File: src/walk_snd_pkg.sv
package walk_snd_pkg;

    // ****************************************
    // fixed-point format
    // ****************************************
    localparam int sample_w = 16;        // signed audio samples, 2^14 is 12 V
    localparam int q15_one  = 32768;     // unity in the Q15 coefficients

    localparam logic signed [sample_w-1:0] five_volt_level = 16'sd6826; // 2^14 * 5/12
    localparam logic signed [sample_w-1:0] vco_gate_level  = 16'sd1000;

    // ****************************************
    // timing
    // ****************************************
    localparam logic [7:0] default_tick_div = 8'd21;   // 1 MHz clock over 48 kHz
    localparam logic [7:0] min_tick_div     = 8'd2;
    localparam int         integ_shift      = 3;       // integrator runs at fs / 8

    // inverter oscillator with 4.3k and 10u, half of 2.2 RC at 48 kHz
    localparam int sq_half_period = 2270;

    // ****************************************
    // Q15 smoothing factors, dt / (RC + dt)
    // ****************************************
    localparam int lp_ctrl_k = 171;      // 1.2k, 3.3u at fs
    localparam int hp_env_k  = 165;      // 10k, 3.3u at fs / 8
    localparam int hp_band_k = 26;       // 5.6k, 4.7u at fs
    localparam int lp_band_k = 2403;     // 5.6k, 47n at fs

    // 555 timing cap of 33n charged through 47k + 27k, discharged through 27k
    localparam int vco_charge_k    = 280;
    localparam int vco_discharge_k = 766;
    localparam int q15_third       = 10923;
    localparam int q15_two_thirds  = 21845;

    // two-way resistive mixer, 10k on the enable level and 12k on the square wave
    localparam int mix_en_k = 17873;     // 12 / 22
    localparam int mix_sq_k = 14895;     // 10 / 22

    // ****************************************
    // enums
    // ****************************************
    typedef enum logic [1:0] {
        addr_ctrl     = 2'd0,
        addr_volume   = 2'd1,
        addr_tick_div = 2'd2,
        addr_reserved = 2'd3
    } reg_addr_e;

    typedef enum logic {
        level_low  = 1'b0,
        level_high = 1'b1
    } osc_state_e;

endpackage

File: src/sample_tick_gen.sv
`timescale 1ns/1ps

module sample_tick_gen (
    input  logic       clk,
    input  logic       rst_n,
    input  logic [7:0] tick_div,
    output logic       audio_en,
    output logic       integ_en
);

    localparam int cnt_w = walk_snd_pkg::integ_shift;

    logic [7:0]       cnt;        // cycles left until the next sample strobe
    logic [cnt_w-1:0] sample_cnt;
    logic             expire;

    assign expire = (cnt <= 8'd1);

    always_ff @(posedge clk) begin
        if (!rst_n) begin
            cnt        <= walk_snd_pkg::default_tick_div;
            sample_cnt <= '0;
            audio_en   <= 1'b0;
            integ_en   <= 1'b0;
        end else begin
            audio_en <= expire;
            integ_en <= expire && (sample_cnt == '0); // every 2^integ_shift samples
            if (expire) begin
                cnt        <= tick_div;
                sample_cnt <= sample_cnt + cnt_w'(1);
            end else begin
                cnt <= cnt - 8'd1;
            end
        end
    end

    a_strobe_gap: assert property (@(posedge clk) disable iff (!rst_n) audio_en |=> !audio_en);
    a_tick_min: assert property (@(posedge clk) disable iff (!rst_n)
        tick_div >= walk_snd_pkg::min_tick_div);

endmodule

File: src/square_osc.sv
`timescale 1ns/1ps

module square_osc #(
    parameter int                                           half_period = walk_snd_pkg::sq_half_period,
    parameter logic signed [walk_snd_pkg::sample_w-1:0] high_level  = walk_snd_pkg::five_volt_level,
    parameter logic signed [walk_snd_pkg::sample_w-1:0] low_level   = '0
) (
    input  logic                                      clk,
    input  logic                                      rst_n,
    input  logic                                      audio_en,
    output logic signed [walk_snd_pkg::sample_w-1:0] out
);

    localparam int cnt_w = $clog2(half_period + 1);

    walk_snd_pkg::osc_state_e state;
    walk_snd_pkg::osc_state_e state_next;
    logic [cnt_w-1:0]         cnt;       // samples spent in the current half period
    logic                     flip;

    assign flip = (cnt == cnt_w'(half_period - 1));

    always_comb begin
        state_next = state;
        if (flip) begin
            // the inverter swings once the capacitor crosses its threshold
            state_next = (state == walk_snd_pkg::level_high) ? walk_snd_pkg::level_low
                                                              : walk_snd_pkg::level_high;
        end
    end

    always_ff @(posedge clk) begin
        if (!rst_n) begin
            state <= walk_snd_pkg::level_low;
            cnt   <= '0;
            out   <= low_level;
        end else if (audio_en) begin
            state <= state_next;
            cnt   <= flip ? '0 : cnt + cnt_w'(1);
            out   <= (state_next == walk_snd_pkg::level_high) ? high_level : low_level;
        end
    end

endmodule

File: src/rc_filter.sv
`timescale 1ns/1ps

module rc_filter #(
    parameter int coef      = walk_snd_pkg::lp_ctrl_k, // Q15 smoothing factor
    parameter bit high_pass = 1'b0
) (
    input  logic                                      clk,
    input  logic                                      rst_n,
    input  logic                                      en,
    input  logic signed [walk_snd_pkg::sample_w-1:0] in,
    output logic signed [walk_snd_pkg::sample_w-1:0] out
);

    localparam int w = walk_snd_pkg::sample_w;

    logic signed [w-1:0]  state;       // capacitor voltage of the low-pass section
    logic signed [w-1:0]  state_next;
    logic signed [w:0]    diff;
    logic signed [w+16:0] prod;
    logic signed [w:0]    step;
    logic signed [w:0]    hp_raw;
    logic signed [w-1:0]  hp_sat;
    logic signed [w-1:0]  y_next;

    always_comb begin
        diff = (w + 1)'(in) - (w + 1)'(state);
        prod = (w + 17)'(diff) * (w + 17)'(coef);
        step = (w + 1)'(prod / (w + 17)'(walk_snd_pkg::q15_one)); // truncates toward zero
        // never stall short of the input, otherwise small residues would stick forever
        if (step == '0 && diff != '0) begin
            step = (diff > 0) ? (w + 1)'(1) : -(w + 1)'(1);
        end
        state_next = w'((w + 1)'(state) + step);

        hp_raw = (w + 1)'(in) - (w + 1)'(state);
        if (hp_raw > (w + 1)'(32767)) begin
            hp_sat = 16'sh7fff;
        end else if (hp_raw < -(w + 1)'(32768)) begin
            hp_sat = 16'sh8000;
        end else begin
            hp_sat = w'(hp_raw);
        end

        y_next = high_pass ? hp_sat : state_next;
    end

    // ****************************************
    // state and output advance together
    // ****************************************
    always_ff @(posedge clk) begin
        if (!rst_n) begin
            state <= '0;
            out   <= '0;
        end else if (en) begin
            state <= state_next;
            out   <= y_next;
        end
    end

endmodule

File: src/vco_555.sv
`timescale 1ns/1ps

module vco_555 #(
    parameter int charge_k    = walk_snd_pkg::vco_charge_k,
    parameter int discharge_k = walk_snd_pkg::vco_discharge_k,
    parameter logic signed [walk_snd_pkg::sample_w-1:0] high_level = walk_snd_pkg::five_volt_level
) (
    input  logic                                      clk,
    input  logic                                      rst_n,
    input  logic                                      audio_en,
    input  logic signed [walk_snd_pkg::sample_w-1:0] v_control,
    output logic signed [walk_snd_pkg::sample_w-1:0] out
);

    localparam int w = walk_snd_pkg::sample_w;

    walk_snd_pkg::osc_state_e state;      // level_high while the capacitor charges
    walk_snd_pkg::osc_state_e state_next;
    logic signed [w-1:0]      v_cap;
    logic signed [w-1:0]      v_cap_next;
    logic signed [w-1:0]      v_upper;
    logic signed [w-1:0]      v_lower;
    logic signed [w+16:0]     upper_prod;
    logic signed [w+16:0]     lower_prod;
    logic signed [w:0]        diff;
    logic signed [w+16:0]     prod;
    logic signed [w:0]        step;

    always_comb begin
        // comparator thresholds follow the control voltage
        upper_prod = (w + 17)'(v_control) * (w + 17)'(walk_snd_pkg::q15_two_thirds);
        lower_prod = (w + 17)'(v_control) * (w + 17)'(walk_snd_pkg::q15_third);
        v_upper    = w'(upper_prod >>> 15);
        v_lower    = w'(lower_prod >>> 15);

        if (state == walk_snd_pkg::level_high) begin
            diff = (w + 1)'(high_level) - (w + 1)'(v_cap); // charge toward the supply
            prod = (w + 17)'(diff) * (w + 17)'(charge_k);
        end else begin
            diff = -(w + 1)'(v_cap);                        // discharge toward ground
            prod = (w + 17)'(diff) * (w + 17)'(discharge_k);
        end
        step = (w + 1)'(prod / (w + 17)'(walk_snd_pkg::q15_one));
        if (step == '0 && diff != '0) begin
            step = (diff > 0) ? (w + 1)'(1) : -(w + 1)'(1);
        end
        v_cap_next = w'((w + 1)'(v_cap) + step);

        state_next = state;
        if (state == walk_snd_pkg::level_high && v_cap_next >= v_upper) begin
            state_next = walk_snd_pkg::level_low;
        end else if (state == walk_snd_pkg::level_low && v_cap_next <= v_lower) begin
            state_next = walk_snd_pkg::level_high;
        end
    end

    always_ff @(posedge clk) begin
        if (!rst_n) begin
            state <= walk_snd_pkg::level_high;
            v_cap <= '0;
            out   <= '0;
        end else if (audio_en) begin
            state <= state_next;
            v_cap <= v_cap_next;
            out   <= (state_next == walk_snd_pkg::level_high) ? high_level : '0;
        end
    end

    // the capacitor never leaves the span between ground and the supply
    a_cap_range: assert property (@(posedge clk) disable iff (!rst_n)
        v_cap >= 0 && v_cap <= high_level);

endmodule

File: src/walk_cfg_regs.sv
`timescale 1ns/1ps

module walk_cfg_regs (
    input  logic        clk,
    input  logic        rst_n,
    input  logic        reg_wr,
    input  logic [1:0]  reg_addr,
    input  logic [15:0] reg_wdata,
    output logic [15:0] reg_rdata,
    output logic        walk_en,
    output logic [3:0]  vol_shift,
    output logic [7:0]  tick_div
);

    walk_snd_pkg::reg_addr_e addr;

    assign addr = walk_snd_pkg::reg_addr_e'(reg_addr);

    always_ff @(posedge clk) begin
        if (!rst_n) begin
            walk_en   <= 1'b0;
            vol_shift <= 4'd0;
            tick_div  <= walk_snd_pkg::default_tick_div;
        end else if (reg_wr) begin
            case (addr)
                walk_snd_pkg::addr_ctrl:   walk_en   <= reg_wdata[0];
                walk_snd_pkg::addr_volume: vol_shift <= reg_wdata[3:0];
                walk_snd_pkg::addr_tick_div: begin
                    // periods below the minimum would make strobes touch
                    if (reg_wdata[7:0] < walk_snd_pkg::min_tick_div) begin
                        tick_div <= walk_snd_pkg::min_tick_div;
                    end else begin
                        tick_div <= reg_wdata[7:0];
                    end
                end
                default: ; // writes to the reserved slot are dropped
            endcase
        end
    end

    always_comb begin
        case (addr)
            walk_snd_pkg::addr_ctrl:     reg_rdata = {15'd0, walk_en};
            walk_snd_pkg::addr_volume:   reg_rdata = {12'd0, vol_shift};
            walk_snd_pkg::addr_tick_div: reg_rdata = {8'd0, tick_div};
            default:                     reg_rdata = 16'd0;
        endcase
    end

endmodule

File: src/dk_walk.sv
`timescale 1ns/1ps

module dk_walk (
    input  logic                                      clk,
    input  logic                                      rst_n,
    input  logic                                      audio_en,
    input  logic                                      integ_en,
    input  logic                                      walk_en,
    output logic signed [walk_snd_pkg::sample_w-1:0] out
);

    localparam int w = walk_snd_pkg::sample_w;

    logic signed [w-1:0]  en_level;     // walk enable as a 5 V logic level
    logic signed [w-1:0]  sq_out;
    logic signed [w+16:0] mix_prod;
    logic signed [w-1:0]  v_mix;
    logic signed [w-1:0]  v_ctrl;
    logic signed [w-1:0]  vco_out;
    logic                 gate_open;
    logic signed [w-1:0]  env_hp;
    logic signed [w-1:0]  enveloped;
    logic signed [w-1:0]  band_hp;
    logic signed [w-1:0]  band_lp;

    assign en_level = walk_en ? walk_snd_pkg::five_volt_level : '0;

    square_osc u_square (.clk(clk), .rst_n(rst_n), .audio_en(audio_en), .out(sq_out));

    // ****************************************
    // control voltage for the 555
    // ****************************************
    assign mix_prod = (w + 17)'(en_level) * (w + 17)'(walk_snd_pkg::mix_en_k)
                    + (w + 17)'(sq_out) * (w + 17)'(walk_snd_pkg::mix_sq_k);
    assign v_mix    = w'(mix_prod >>> 15);

    rc_filter #(.coef(walk_snd_pkg::lp_ctrl_k), .high_pass(1'b0)) u_lp_ctrl (
        .clk(clk), .rst_n(rst_n), .en(audio_en), .in(v_mix), .out(v_ctrl)
    );

    vco_555 u_vco (
        .clk(clk), .rst_n(rst_n), .audio_en(audio_en), .v_control(v_ctrl), .out(vco_out)
    );

    // ****************************************
    // envelope, gated by the 555
    // ****************************************
    assign gate_open = (vco_out > walk_snd_pkg::vco_gate_level);

    // the coupling cap only sees current while the 555 output is high
    rc_filter #(.coef(walk_snd_pkg::hp_env_k), .high_pass(1'b1)) u_hp_env (
        .clk(clk), .rst_n(rst_n), .en(integ_en && gate_open), .in(en_level), .out(env_hp)
    );

    assign enveloped = gate_open ? env_hp : '0;

    // band limit of the gated pulses
    rc_filter #(.coef(walk_snd_pkg::hp_band_k), .high_pass(1'b1)) u_hp_band (
        .clk(clk), .rst_n(rst_n), .en(audio_en), .in(enveloped), .out(band_hp)
    );

    rc_filter #(.coef(walk_snd_pkg::lp_band_k), .high_pass(1'b0)) u_lp_band (
        .clk(clk), .rst_n(rst_n), .en(audio_en), .in(band_hp), .out(band_lp)
    );

    always_ff @(posedge clk) begin
        if (!rst_n) begin
            out <= '0;
        end else if (audio_en) begin
            out <= band_lp; // one strobe behind the band-pass stage
        end
    end

endmodule

File: src/walk_sound_top.sv
`timescale 1ns/1ps

module walk_sound_top (
    input  logic                                      clk,
    input  logic                                      rst_n,
    input  logic                                      reg_wr,
    input  logic [1:0]                                reg_addr,
    input  logic [15:0]                               reg_wdata,
    output logic [15:0]                               reg_rdata,
    output logic                                      sample_valid,
    output logic signed [walk_snd_pkg::sample_w-1:0] sample_out
);

    logic                                      walk_en;
    logic [3:0]                                vol_shift;
    logic [7:0]                                tick_div;
    logic                                      audio_en;
    logic                                      integ_en;
    logic signed [walk_snd_pkg::sample_w-1:0] walk_out;
    logic signed [walk_snd_pkg::sample_w-1:0] scaled;

    walk_cfg_regs u_regs (
        .clk(clk), .rst_n(rst_n), .reg_wr(reg_wr), .reg_addr(reg_addr),
        .reg_wdata(reg_wdata), .reg_rdata(reg_rdata), .walk_en(walk_en),
        .vol_shift(vol_shift), .tick_div(tick_div)
    );

    sample_tick_gen u_tick (
        .clk(clk), .rst_n(rst_n), .tick_div(tick_div), .audio_en(audio_en), .integ_en(integ_en)
    );

    dk_walk u_walk (
        .clk(clk), .rst_n(rst_n), .audio_en(audio_en), .integ_en(integ_en),
        .walk_en(walk_en), .out(walk_out)
    );

    // a full shift would leave -1 on negative samples, so the top step mutes
    assign scaled = (vol_shift == 4'hf) ? '0 : (walk_out >>> vol_shift);

    always_ff @(posedge clk) begin
        if (!rst_n) begin
            sample_valid <= 1'b0;
            sample_out   <= '0;
        end else begin
            sample_valid <= audio_en;
            if (audio_en) begin
                sample_out <= scaled; // visible together with sample_valid
            end
        end
    end

endmodule

File: config.mk
export PLATFORM = sky130hd
export DESIGN_NAME = walk_sound_top
export DESIGN_NICKNAME = d
export VERILOG_FILES = /design/src/walk_snd_pkg.sv /design/src/sample_tick_gen.sv /design/src/square_osc.sv /design/src/rc_filter.sv /design/src/vco_555.sv /design/src/walk_cfg_regs.sv /design/src/dk_walk.sv /design/src/walk_sound_top.sv
export SDC_FILE = /design/constraint.sdc
export NUM_CORES = 2
export LEC_CHECK = 0
export BUFFER_PORTS_ARGS = -buffer_cell sky130_fd_sc_hd__buf_4
export CAP_MARGIN = 5
export CORE_MARGIN = 2
export CORE_UTILIZATION = 60
export CTS_BUF_LIST = sky130_fd_sc_hd__clkbuf_16
export DETAILED_ROUTE_END_ITERATION = 7
export GPL_TIMING_DRIVEN = 0
export PLACE_DENSITY = 0.79
export SETUP_SLACK_MARGIN = 0.2
export SLEW_MARGIN = 20
export SYNTH_ARGS = -nofsm -noshare
export SYNTH_HDL_FRONTEND = slang
export SYNTH_SLANG_ARGS = --single-unit
File: constraint.sdc
create_clock -name clk -period 12.75 [get_ports clk]
set_clock_uncertainty 0.05 [all_clocks]
set_input_delay 1.9125 -clock clk [delete_from_list [all_inputs] [get_ports clk]]
set_output_delay 1.9125 -clock clk [all_outputs]
set_load 0.01 [all_outputs]
### Word-level counts from Yosys, hierarchy flattened

Index checks and enable logic that the tools add are counted.

| word-level totals | value |
|---|---|
| register bits | 214 |
| input bits | 21 |
| output and inout bits | 33 |
| logic and storage cells | 135 |

| operators by class | value |
|---|---|
| add/subtract/negate cells | 20 |
| multipliers | 10 |
| order comparisons | 14 |
| equality and inequality tests | 4 |
| shift operators | 1 |
| multiplexer cells | 29 |
| bitwise gates (word level) | 6 |
| reduce and logical (&&, ||, !) cells | 29 |

Operators by type and width:

| cell | count |
|---|---|
| 16-bit 2-to-1 mux | 16 |
| 17-bit by 1-bit adder with 17-bit output | 5 |
| 17-bit by 1-bit > comparator with 1-bit output, second input constant | 5 |
| 17-bit logical NOT | 5 |
| 17-bit nonzero test | 5 |
| 16-bit adder | 5 |
| 16-bit by 16-bit multiplier with 31-bit output, second input constant | 2 |
| 15-bit OR reduction | 4 |
| 17-bit by 9-bit multiplier with 26-bit output, second input constant | 2 |
| 16-bit by 16-bit subtractor with 17-bit output | 3 |
| 13-bit 2-to-1 mux | 3 |
| 17-bit by 16-bit > comparator with 1-bit output, second input constant | 2 |
| 17-bit by 16-bit less-than comparator with 1-bit output, second input constant | 2 |
| 33-bit 2-to-1 mux | 1 |
| 31-bit adder | 1 |
| 16-bit by 15-bit multiplier with 31-bit output, second input constant | 1 |
| 17-bit by 13-bit multiplier with 30-bit output, second input constant | 1 |
| 13-bit by 14-bit multiplier with 27-bit output, second input constant | 1 |
| 17-bit by 10-bit multiplier with 27-bit output, second input constant | 1 |
| 17-bit by 7-bit multiplier with 24-bit output, second input constant | 1 |
| 8-bit case mux with 3 select lines | 1 |
| 17-bit by 5-bit multiplier with 22-bit output, second input constant | 1 |
| 17-bit 2-to-1 mux | 1 |
| 16-bit negator with 17-bit output | 1 |
| 25 further kinds | 43 |

### Depth between registers and ports, before layout

| depth | value |
|---|---|
| depth after elaboration | 15 |
| depth in mapped cells | 61 |

### Cells and area by module

From an unflattened synthesis, not the netlist that was laid out.

| second synthesis, totals | value |
|---|---|
| cell total of the unflattened synthesis | 5,959 |
| area, all modules | 50,805.0 um2 |

Modules (own cells, without submodules):

| module | times used | cells an instance | area an instance (um2) | seq. area each (um2) |
|---|---|---|---|---|
| vco_555 | 1 | 1,897 | 17,011.3 | 360.3 |
| rc_filter (u_walk.u_lp_band) | 1 | 851 | 6,956.7 | 320.3 |
| dk_walk | 1 | 707 | 6,472.5 | 320.3 |
| rc_filter (u_walk.u_lp_ctrl) | 1 | 751 | 5,864.4 | 320.3 |
| rc_filter (u_walk.u_hp_env) | 1 | 715 | 5,844.4 | 640.6 |
| rc_filter (u_walk.u_hp_band) | 1 | 665 | 5,285.1 | 640.6 |
| walk_sound_top | 1 | 134 | 1,263.7 | 340.3 |
| square_osc | 1 | 83 | 760.7 | 260.2 |
| sample_tick_gen | 1 | 78 | 683.2 | 260.2 |
| walk_cfg_regs | 1 | 78 | 663.1 | 260.2 |

### Least setup slack after synthesis

No wires, ideal clock.

| timing path | value |
|---|---|
| path type | reg-to-reg |
| start point | register u_regs.walk_en |
| end point | register u_walk.u_lp_ctrl.out[15] in the netlist's numbering |
| setup time | 57 ps |
| data arrival time | 12,901 ps |
| path slack | -258 ps |
| stages on the path, launching flop included | 57 |
| path buffers | 2 |
| period minus slack after synthesis | 13,008 ps |
| path through | dfxtp_1 -> inv_1 -> ha_1 -> nor3b_1 -> a21oi_1 -> xnor2_1 -> ha_1 -> o21a_1 -> o21a_1 -> nor2_1 -> a21oi_1 -> a21o_1 -> a21o_1 -> xnor2_1 -> inv_1 -> ha_1 -> inv_1 -> fa_1 -> (+21 left out) -> a22oi_1 -> nor4b_1 -> nand3_1 -> nor2_1 -> a21oi_1 -> ha_1 -> a21o_1 -> a21oi_1 -> o21bai_1 -> a21oi_1 -> o21bai_1 -> a211oi_1 -> o21ai_0 -> a41o_1 -> a31o_2 -> or4b_2 -> mux2i_1 -> or3_1 |

| between the ends | value |
|---|---|
| word-level cells in the longest chain between the ends | 12 |

Ends and longest elaborated chain:

| what | RTL line | RTL |
|---|---|---|
| start, declared | walk_cfg_regs.sv:10 | `output logic walk_en,` |
| start signal, assigned | walk_cfg_regs.sv:26 | `walk_snd_pkg::addr_ctrl: walk_en <= reg_wdata[0];` |
| 13-bit 2-to-1 mux (*) | dk_walk.sv:26 | `assign en_level = walk_en ? walk_snd_pkg::five_volt_level : '0;` |
| 16-bit by 16-bit multiplier with 31-bit output (*) | dk_walk.sv:33 | `assign mix_prod = (w + 17)'(en_level) * (w + 17)'(walk_snd_pkg::mix_en_k)` |
| 31-bit adder (*) | dk_walk.sv:34 | `+ (w + 17)'(sq_out) * (w + 17)'(walk_snd_pkg::mix_sq_k);` |
| 16-bit by 16-bit subtractor with 17-bit output (*) | rc_filter.sv:26 | `diff = (w + 1)'(in) - (w + 1)'(state);` |
| 17-bit by 9-bit multiplier with 26-bit output | rc_filter.sv:27 | `prod = (w + 17)'(diff) * (w + 17)'(coef);` |
| 15-bit OR reduction (no line) | - |  |
| 1-bit bitwise AND (no line) | - |  |
| 17-bit by 1-bit adder with 17-bit output (no line) | - |  |
| 17-bit logical NOT | rc_filter.sv:30 | `if (step == '0 && diff != '0) begin` |
| 1-bit logical AND | rc_filter.sv:30 |  |
| 16-bit 2-to-1 mux (*) | rc_filter.sv:30 |  |
| 16-bit adder (*) | rc_filter.sv:33 | `state_next = w'((w + 1)'(state) + step);` |
| end signal, assigned | rc_filter.sv:56 | `out <= y_next;` |
| end, declared | rc_filter.sv:11 | `output logic signed [walk_snd_pkg::sample_w-1:0] out` |

Every way passes the cells marked *; elsewhere a longest branch is shown, timed or not.
A chain may end at the register's enable or synchronous reset.

### Final worst setup path

| timing path | value |
|---|---|
| start point | register u_walk.u_vco.v_cap[2] |
| end point | register u_walk.u_vco.out[11] in the netlist's numbering |

| between the ends | value |
|---|---|
| word-level cells in the longest chain between the ends | 15 |

Ends and longest elaborated chain:

| what | RTL line | RTL |
|---|---|---|
| start, declared | vco_555.sv:19 | `logic signed [w-1:0] v_cap;` |
| start signal, assigned | vco_555.sv:64 | `v_cap <= v_cap_next;` |
| 16-bit negator with 17-bit output or 14-bit by 16-bit subtractor with 17-bit output (tied branches) | vco_555.sv:40, vco_555.sv:37 |  |
| 17-bit by 10-bit multiplier with 27-bit output or 17-bit by 7-bit multiplier with 24-bit output (tied branches) | vco_555.sv:41, vco_555.sv:38 |  |
| 33-bit 2-to-1 mux | vco_555.sv:36 | `if (state == walk_snd_pkg::level_high) begin` |
| 15-bit OR reduction (no line) | - |  |
| 1-bit bitwise AND (no line) | - |  |
| 17-bit by 1-bit adder with 17-bit output (no line) | - |  |
| 17-bit logical NOT | vco_555.sv:44 | `if (step == '0 && diff != '0) begin` |
| 1-bit logical AND | vco_555.sv:44 |  |
| 16-bit 2-to-1 mux | vco_555.sv:44 |  |
| 16-bit adder (*) | vco_555.sv:47 | `v_cap_next = w'((w + 1)'(v_cap) + step);` |
| via u_walk.u_vco.v_cap_next[9] | vco_555.sv:20 | `logic signed [w-1:0] v_cap_next;` |
| 16-bit less-or-equal comparator | vco_555.sv:52 | `end else if (state == walk_snd_pkg::level_low && v_cap_next <= v_lower) begin` |
| 1-bit logical AND | vco_555.sv:52 |  |
| 1-bit 2-to-1 mux | vco_555.sv:52 |  |
| 1-bit 2-to-1 mux (*) | vco_555.sv:50 | `if (state == walk_snd_pkg::level_high && v_cap_next >= v_upper) begin` |
| 13-bit 2-to-1 mux (*) | vco_555.sv:65 | `out <= (state_next == walk_snd_pkg::level_high) ? high_level : '0;` |
| end signal, assigned | vco_555.sv:65 |  |
| end, declared | vco_555.sv:12 | `output logic signed [walk_snd_pkg::sample_w-1:0] out` |

The timed path passes the listed nets; every way through them passes the cells marked *.

==> flow_summary.ini <==
[status]
violations = setup timing
outcome = complete, but fails checks

[critical_path]
path_class = reg2reg
max_stage_delay_ps = 610
crit_path_start_kind = flip-flop
crit_path_end_kind = flip-flop
crit_arrival_ps = 13620
crit_top_cell = ha_4
cp.required_ps = 13100
crit_fanout = 10
critical_path.slowest_cell = or4_4
worstReg2RegEnd = u_walk.u_vco.out[11]
reg2reg_depth = 60
timing.rr.start = u_walk.u_vco.v_cap[2]
r2r_setup_slack_ps = -520

[routing]
dr.pass1.iters = 7
ant_nets = 0
drtIter0Drc = 3141
vias = 37700
viasPerCell = 5.97
routedWlPerCell_um = 18.5
drc = 0
totalWireLength_mm = 117

[placement]
placed_area_um2 = 44400
place_hpwl_mm = 91.7
io_buffers = 37
dp_cells = 6140
gp_congestion = 0.944

[layout]
fin_area_um2 = 48100
multiInputGateArea_um2 = 37000
instances_no_fill = 6319
n_fill_cell = 5398
ff_latch_area_um2 = 3750
diodes = 0
drive_gt1_frac = 0.122
utilization = 0.685
area_growth_syn_to_layout_pct = 12.4
fin_nets = 6582

[power]
power.density_nw_per_um2 = 120
ir_worst_vdd_mv = 0.292
power.leakage_uw = 0.0252

[sta]
period_share = 1.04
rsz0062_at_grt = true
setup_viol = 2
slew_violations = 0
tns_ps = -969
clock.fmax_mhz = 75.4
timing.final.ws_setup_ps = -519
slew_headroom = 0.245
hold_violations = 0
fin_crit_ps = 13270
tightest_slew_ps = 1130

[clock_tree]
numCtsBuffers = 17
cts.hold.buffers_added = 0
clk_latency_ps = 470
cts_root_buf = clkbuf_16
clkTransAtPathRegs_ps = 90
cts_tree = done
cts-htree-levels = 4
cts_buffer_depth = 2
clock-sinks = 186

[floorplan]
rows = 97
fp.dieH_um = 271
initial_core_util = 0.609
coreArea_um2 = 70300
dieArea_um2 = 73500
die_x_um = 271
boundaryPins = 54

[global_routing]
grtUsageTotal = 0.308
grt_max_degree = 21
grt_pass1_wl_mm = 186
antenna_found_initial = 1
grt_pass1_vias = 37000
grt_overflow = 0

[worst_hold_path]
hp-class = reg2reg
min_from = u_walk.u_hp_env.state[9]
holdPathStages = 2
hold_path_end = u_walk.u_hp_env.state[9]

[logic_synthesis]
syn_inst = 5155
yosysSeqAreaShare = 0.0870
synthFlopType = dfxtp_1
yosysTopAreaCellShare = 0.229
synth_area_per_cell_um2 = 8.30
synth_edf_count = 0
yosysWarnings = 0
synth.distinct_cells = 106
ys_top_cells_by_area = ha_1 23%, fa_1 19%, dfxtp_1 8.7%
yosysTopAreaCell = ha_1
async_flop_share = 0
synth.most_common_cell = inv_1
synth.ff_latch_count = 186
synth_top_cells_by_count = 891 x inv_1, 783 x ha_1, 412 x fa_1
mappedNetlistArea_um2 = 42800

[run]
maxCapViolCount = 0
worst max path at each step:
| stage | startpoint | to | slack, ps | cells after the start |
|---|---|---|---|---|
| floorplan | u_regs.walk_en | u_walk.u_lp_ctrl.out[15] | 210 | 55 |
| detailed placement | u_regs.walk_en | u_walk.u_lp_ctrl.out[15] | -2140 | 55 |
| CTS | u_walk.u_vco.v_cap[0] | u_walk.u_vco.state | -100 | 55 |
| global route | u_walk.u_vco.v_cap[0] | u_walk.u_vco.out[11] | -910 | 61 |
| finish | u_walk.u_vco.v_cap[2] | u_walk.u_vco.out[11] | -520 | 60 |
| global placement | u_regs.walk_en | u_walk.u_lp_ctrl.out[15] | -1770 | 55 |
stage by stage:
step	setup slack, ps	power, uW	hold WS, ps
6_report	-519	5750	431
5_1_grt	-914	6250	447
4_1_cts	-96.8	5340	431
2_1_floorplan	209	3810	395
3_5_place_dp	-2140	4640	420
3_3_place_gp	-1770	4500	411
cells by family after synthesis:
family,after synthesis,synth area share
simple gates,1255,0.144
other cells,1,0.0000876
mux,97,0.0230
flops,186,0.0870
buf+inv,1023,0.0909
xor+xnor,328,0.0673
compound gates,1068,0.166
fa+ha+maj,1197,0.422
critical path, delay by kind of cell (launching register included):
kind                       cells  cell delay (ps)
buffers and inverters         10             1110
and+or+nand+nor               19             4310
AOI/OAI and AO/OA             20             3360
xor gates and xnor gates       1              170
adders and majority gates     10             3770
DFF                            1              340
metal layers:
layer  up-vias  routed length [um]  GRT usage
met2      1444               53900      0.508
met1     18000               50000      0.414
met4         0                4790      0.114
met3       316                8390     0.0361
met5         -                   0          0
li1      17900                   -          -
placed cells by master, fill, tap and decap left out, drive strengths merged, types with 43 or more instances in the layout:
cell type and n:
a211oi 51, a21o 106, a21oi 300, and2 55, buf 225, clkbuf 105, dfxtp 186, fa 412
ha 783, inv 900, mux2i 87, nand2 281, nand2b 48, nand3 100, nand4 46, nor2 382
nor2b 54, nor3 92, o21a 65, o21ai 202, o21bai 43, xnor2 217, xor2 111
cell type report:
| type | instances | area share |
|---|---|---|
| tap | 940 | 0.0245 |
| clock inverter | 15 | 0.00455 |
| sequential | 186 | 0.0780 |
| clock buffer | 17 | 0.00884 |
| buffer | 128 | 0.0131 |
| timing repair buffer | 185 | 0.0308 |
| inverter | 895 | 0.0703 |
| multi-input combinational | 3953 | 0.770 |
power breakdown:
part / internal [uW] / leakage, uW / total (uW) / switching (uW)
registers: 584 / 0.00151 / 591 / 7.56
logic: 1870 / 0.0233 / 4560 / 2700
clock network: 304 / 0.000313 / 595 / 290
total: 2760 / 0.0252 / 5750 / 2990
flip-flops by register name, summed over array words and instances, names as in the netlist:
name,flops
sample_out,16
sample_valid,1
u_regs.tick_div,8
u_regs.vol_shift,4
u_regs.walk_en,1
u_tick.audio_en,1
u_tick.cnt,8
u_tick.integ_en,1
u_tick.sample_cnt,3
u_walk.out,16
u_walk.u_hp_band.out,16
u_walk.u_hp_band.state,16
u_walk.u_hp_env.out,16
u_walk.u_hp_env.state,16
u_walk.u_lp_band.state,16
u_walk.u_lp_ctrl.out,16
u_walk.u_square.cnt,12
u_walk.u_square.out,1
u_walk.u_vco.out,1
u_walk.u_vco.state,1
u_walk.u_vco.v_cap,16
timing repair:
item | CTS | global route
resized for setup | 184 | 272
pin swaps | 74 | 145
setup buffers | 60 | 87
setup endpoints to repair | 44 | 31
endpoints found under the hold margin | 0 | 0
No activity file was read; power rests on OpenSTA's default activity.
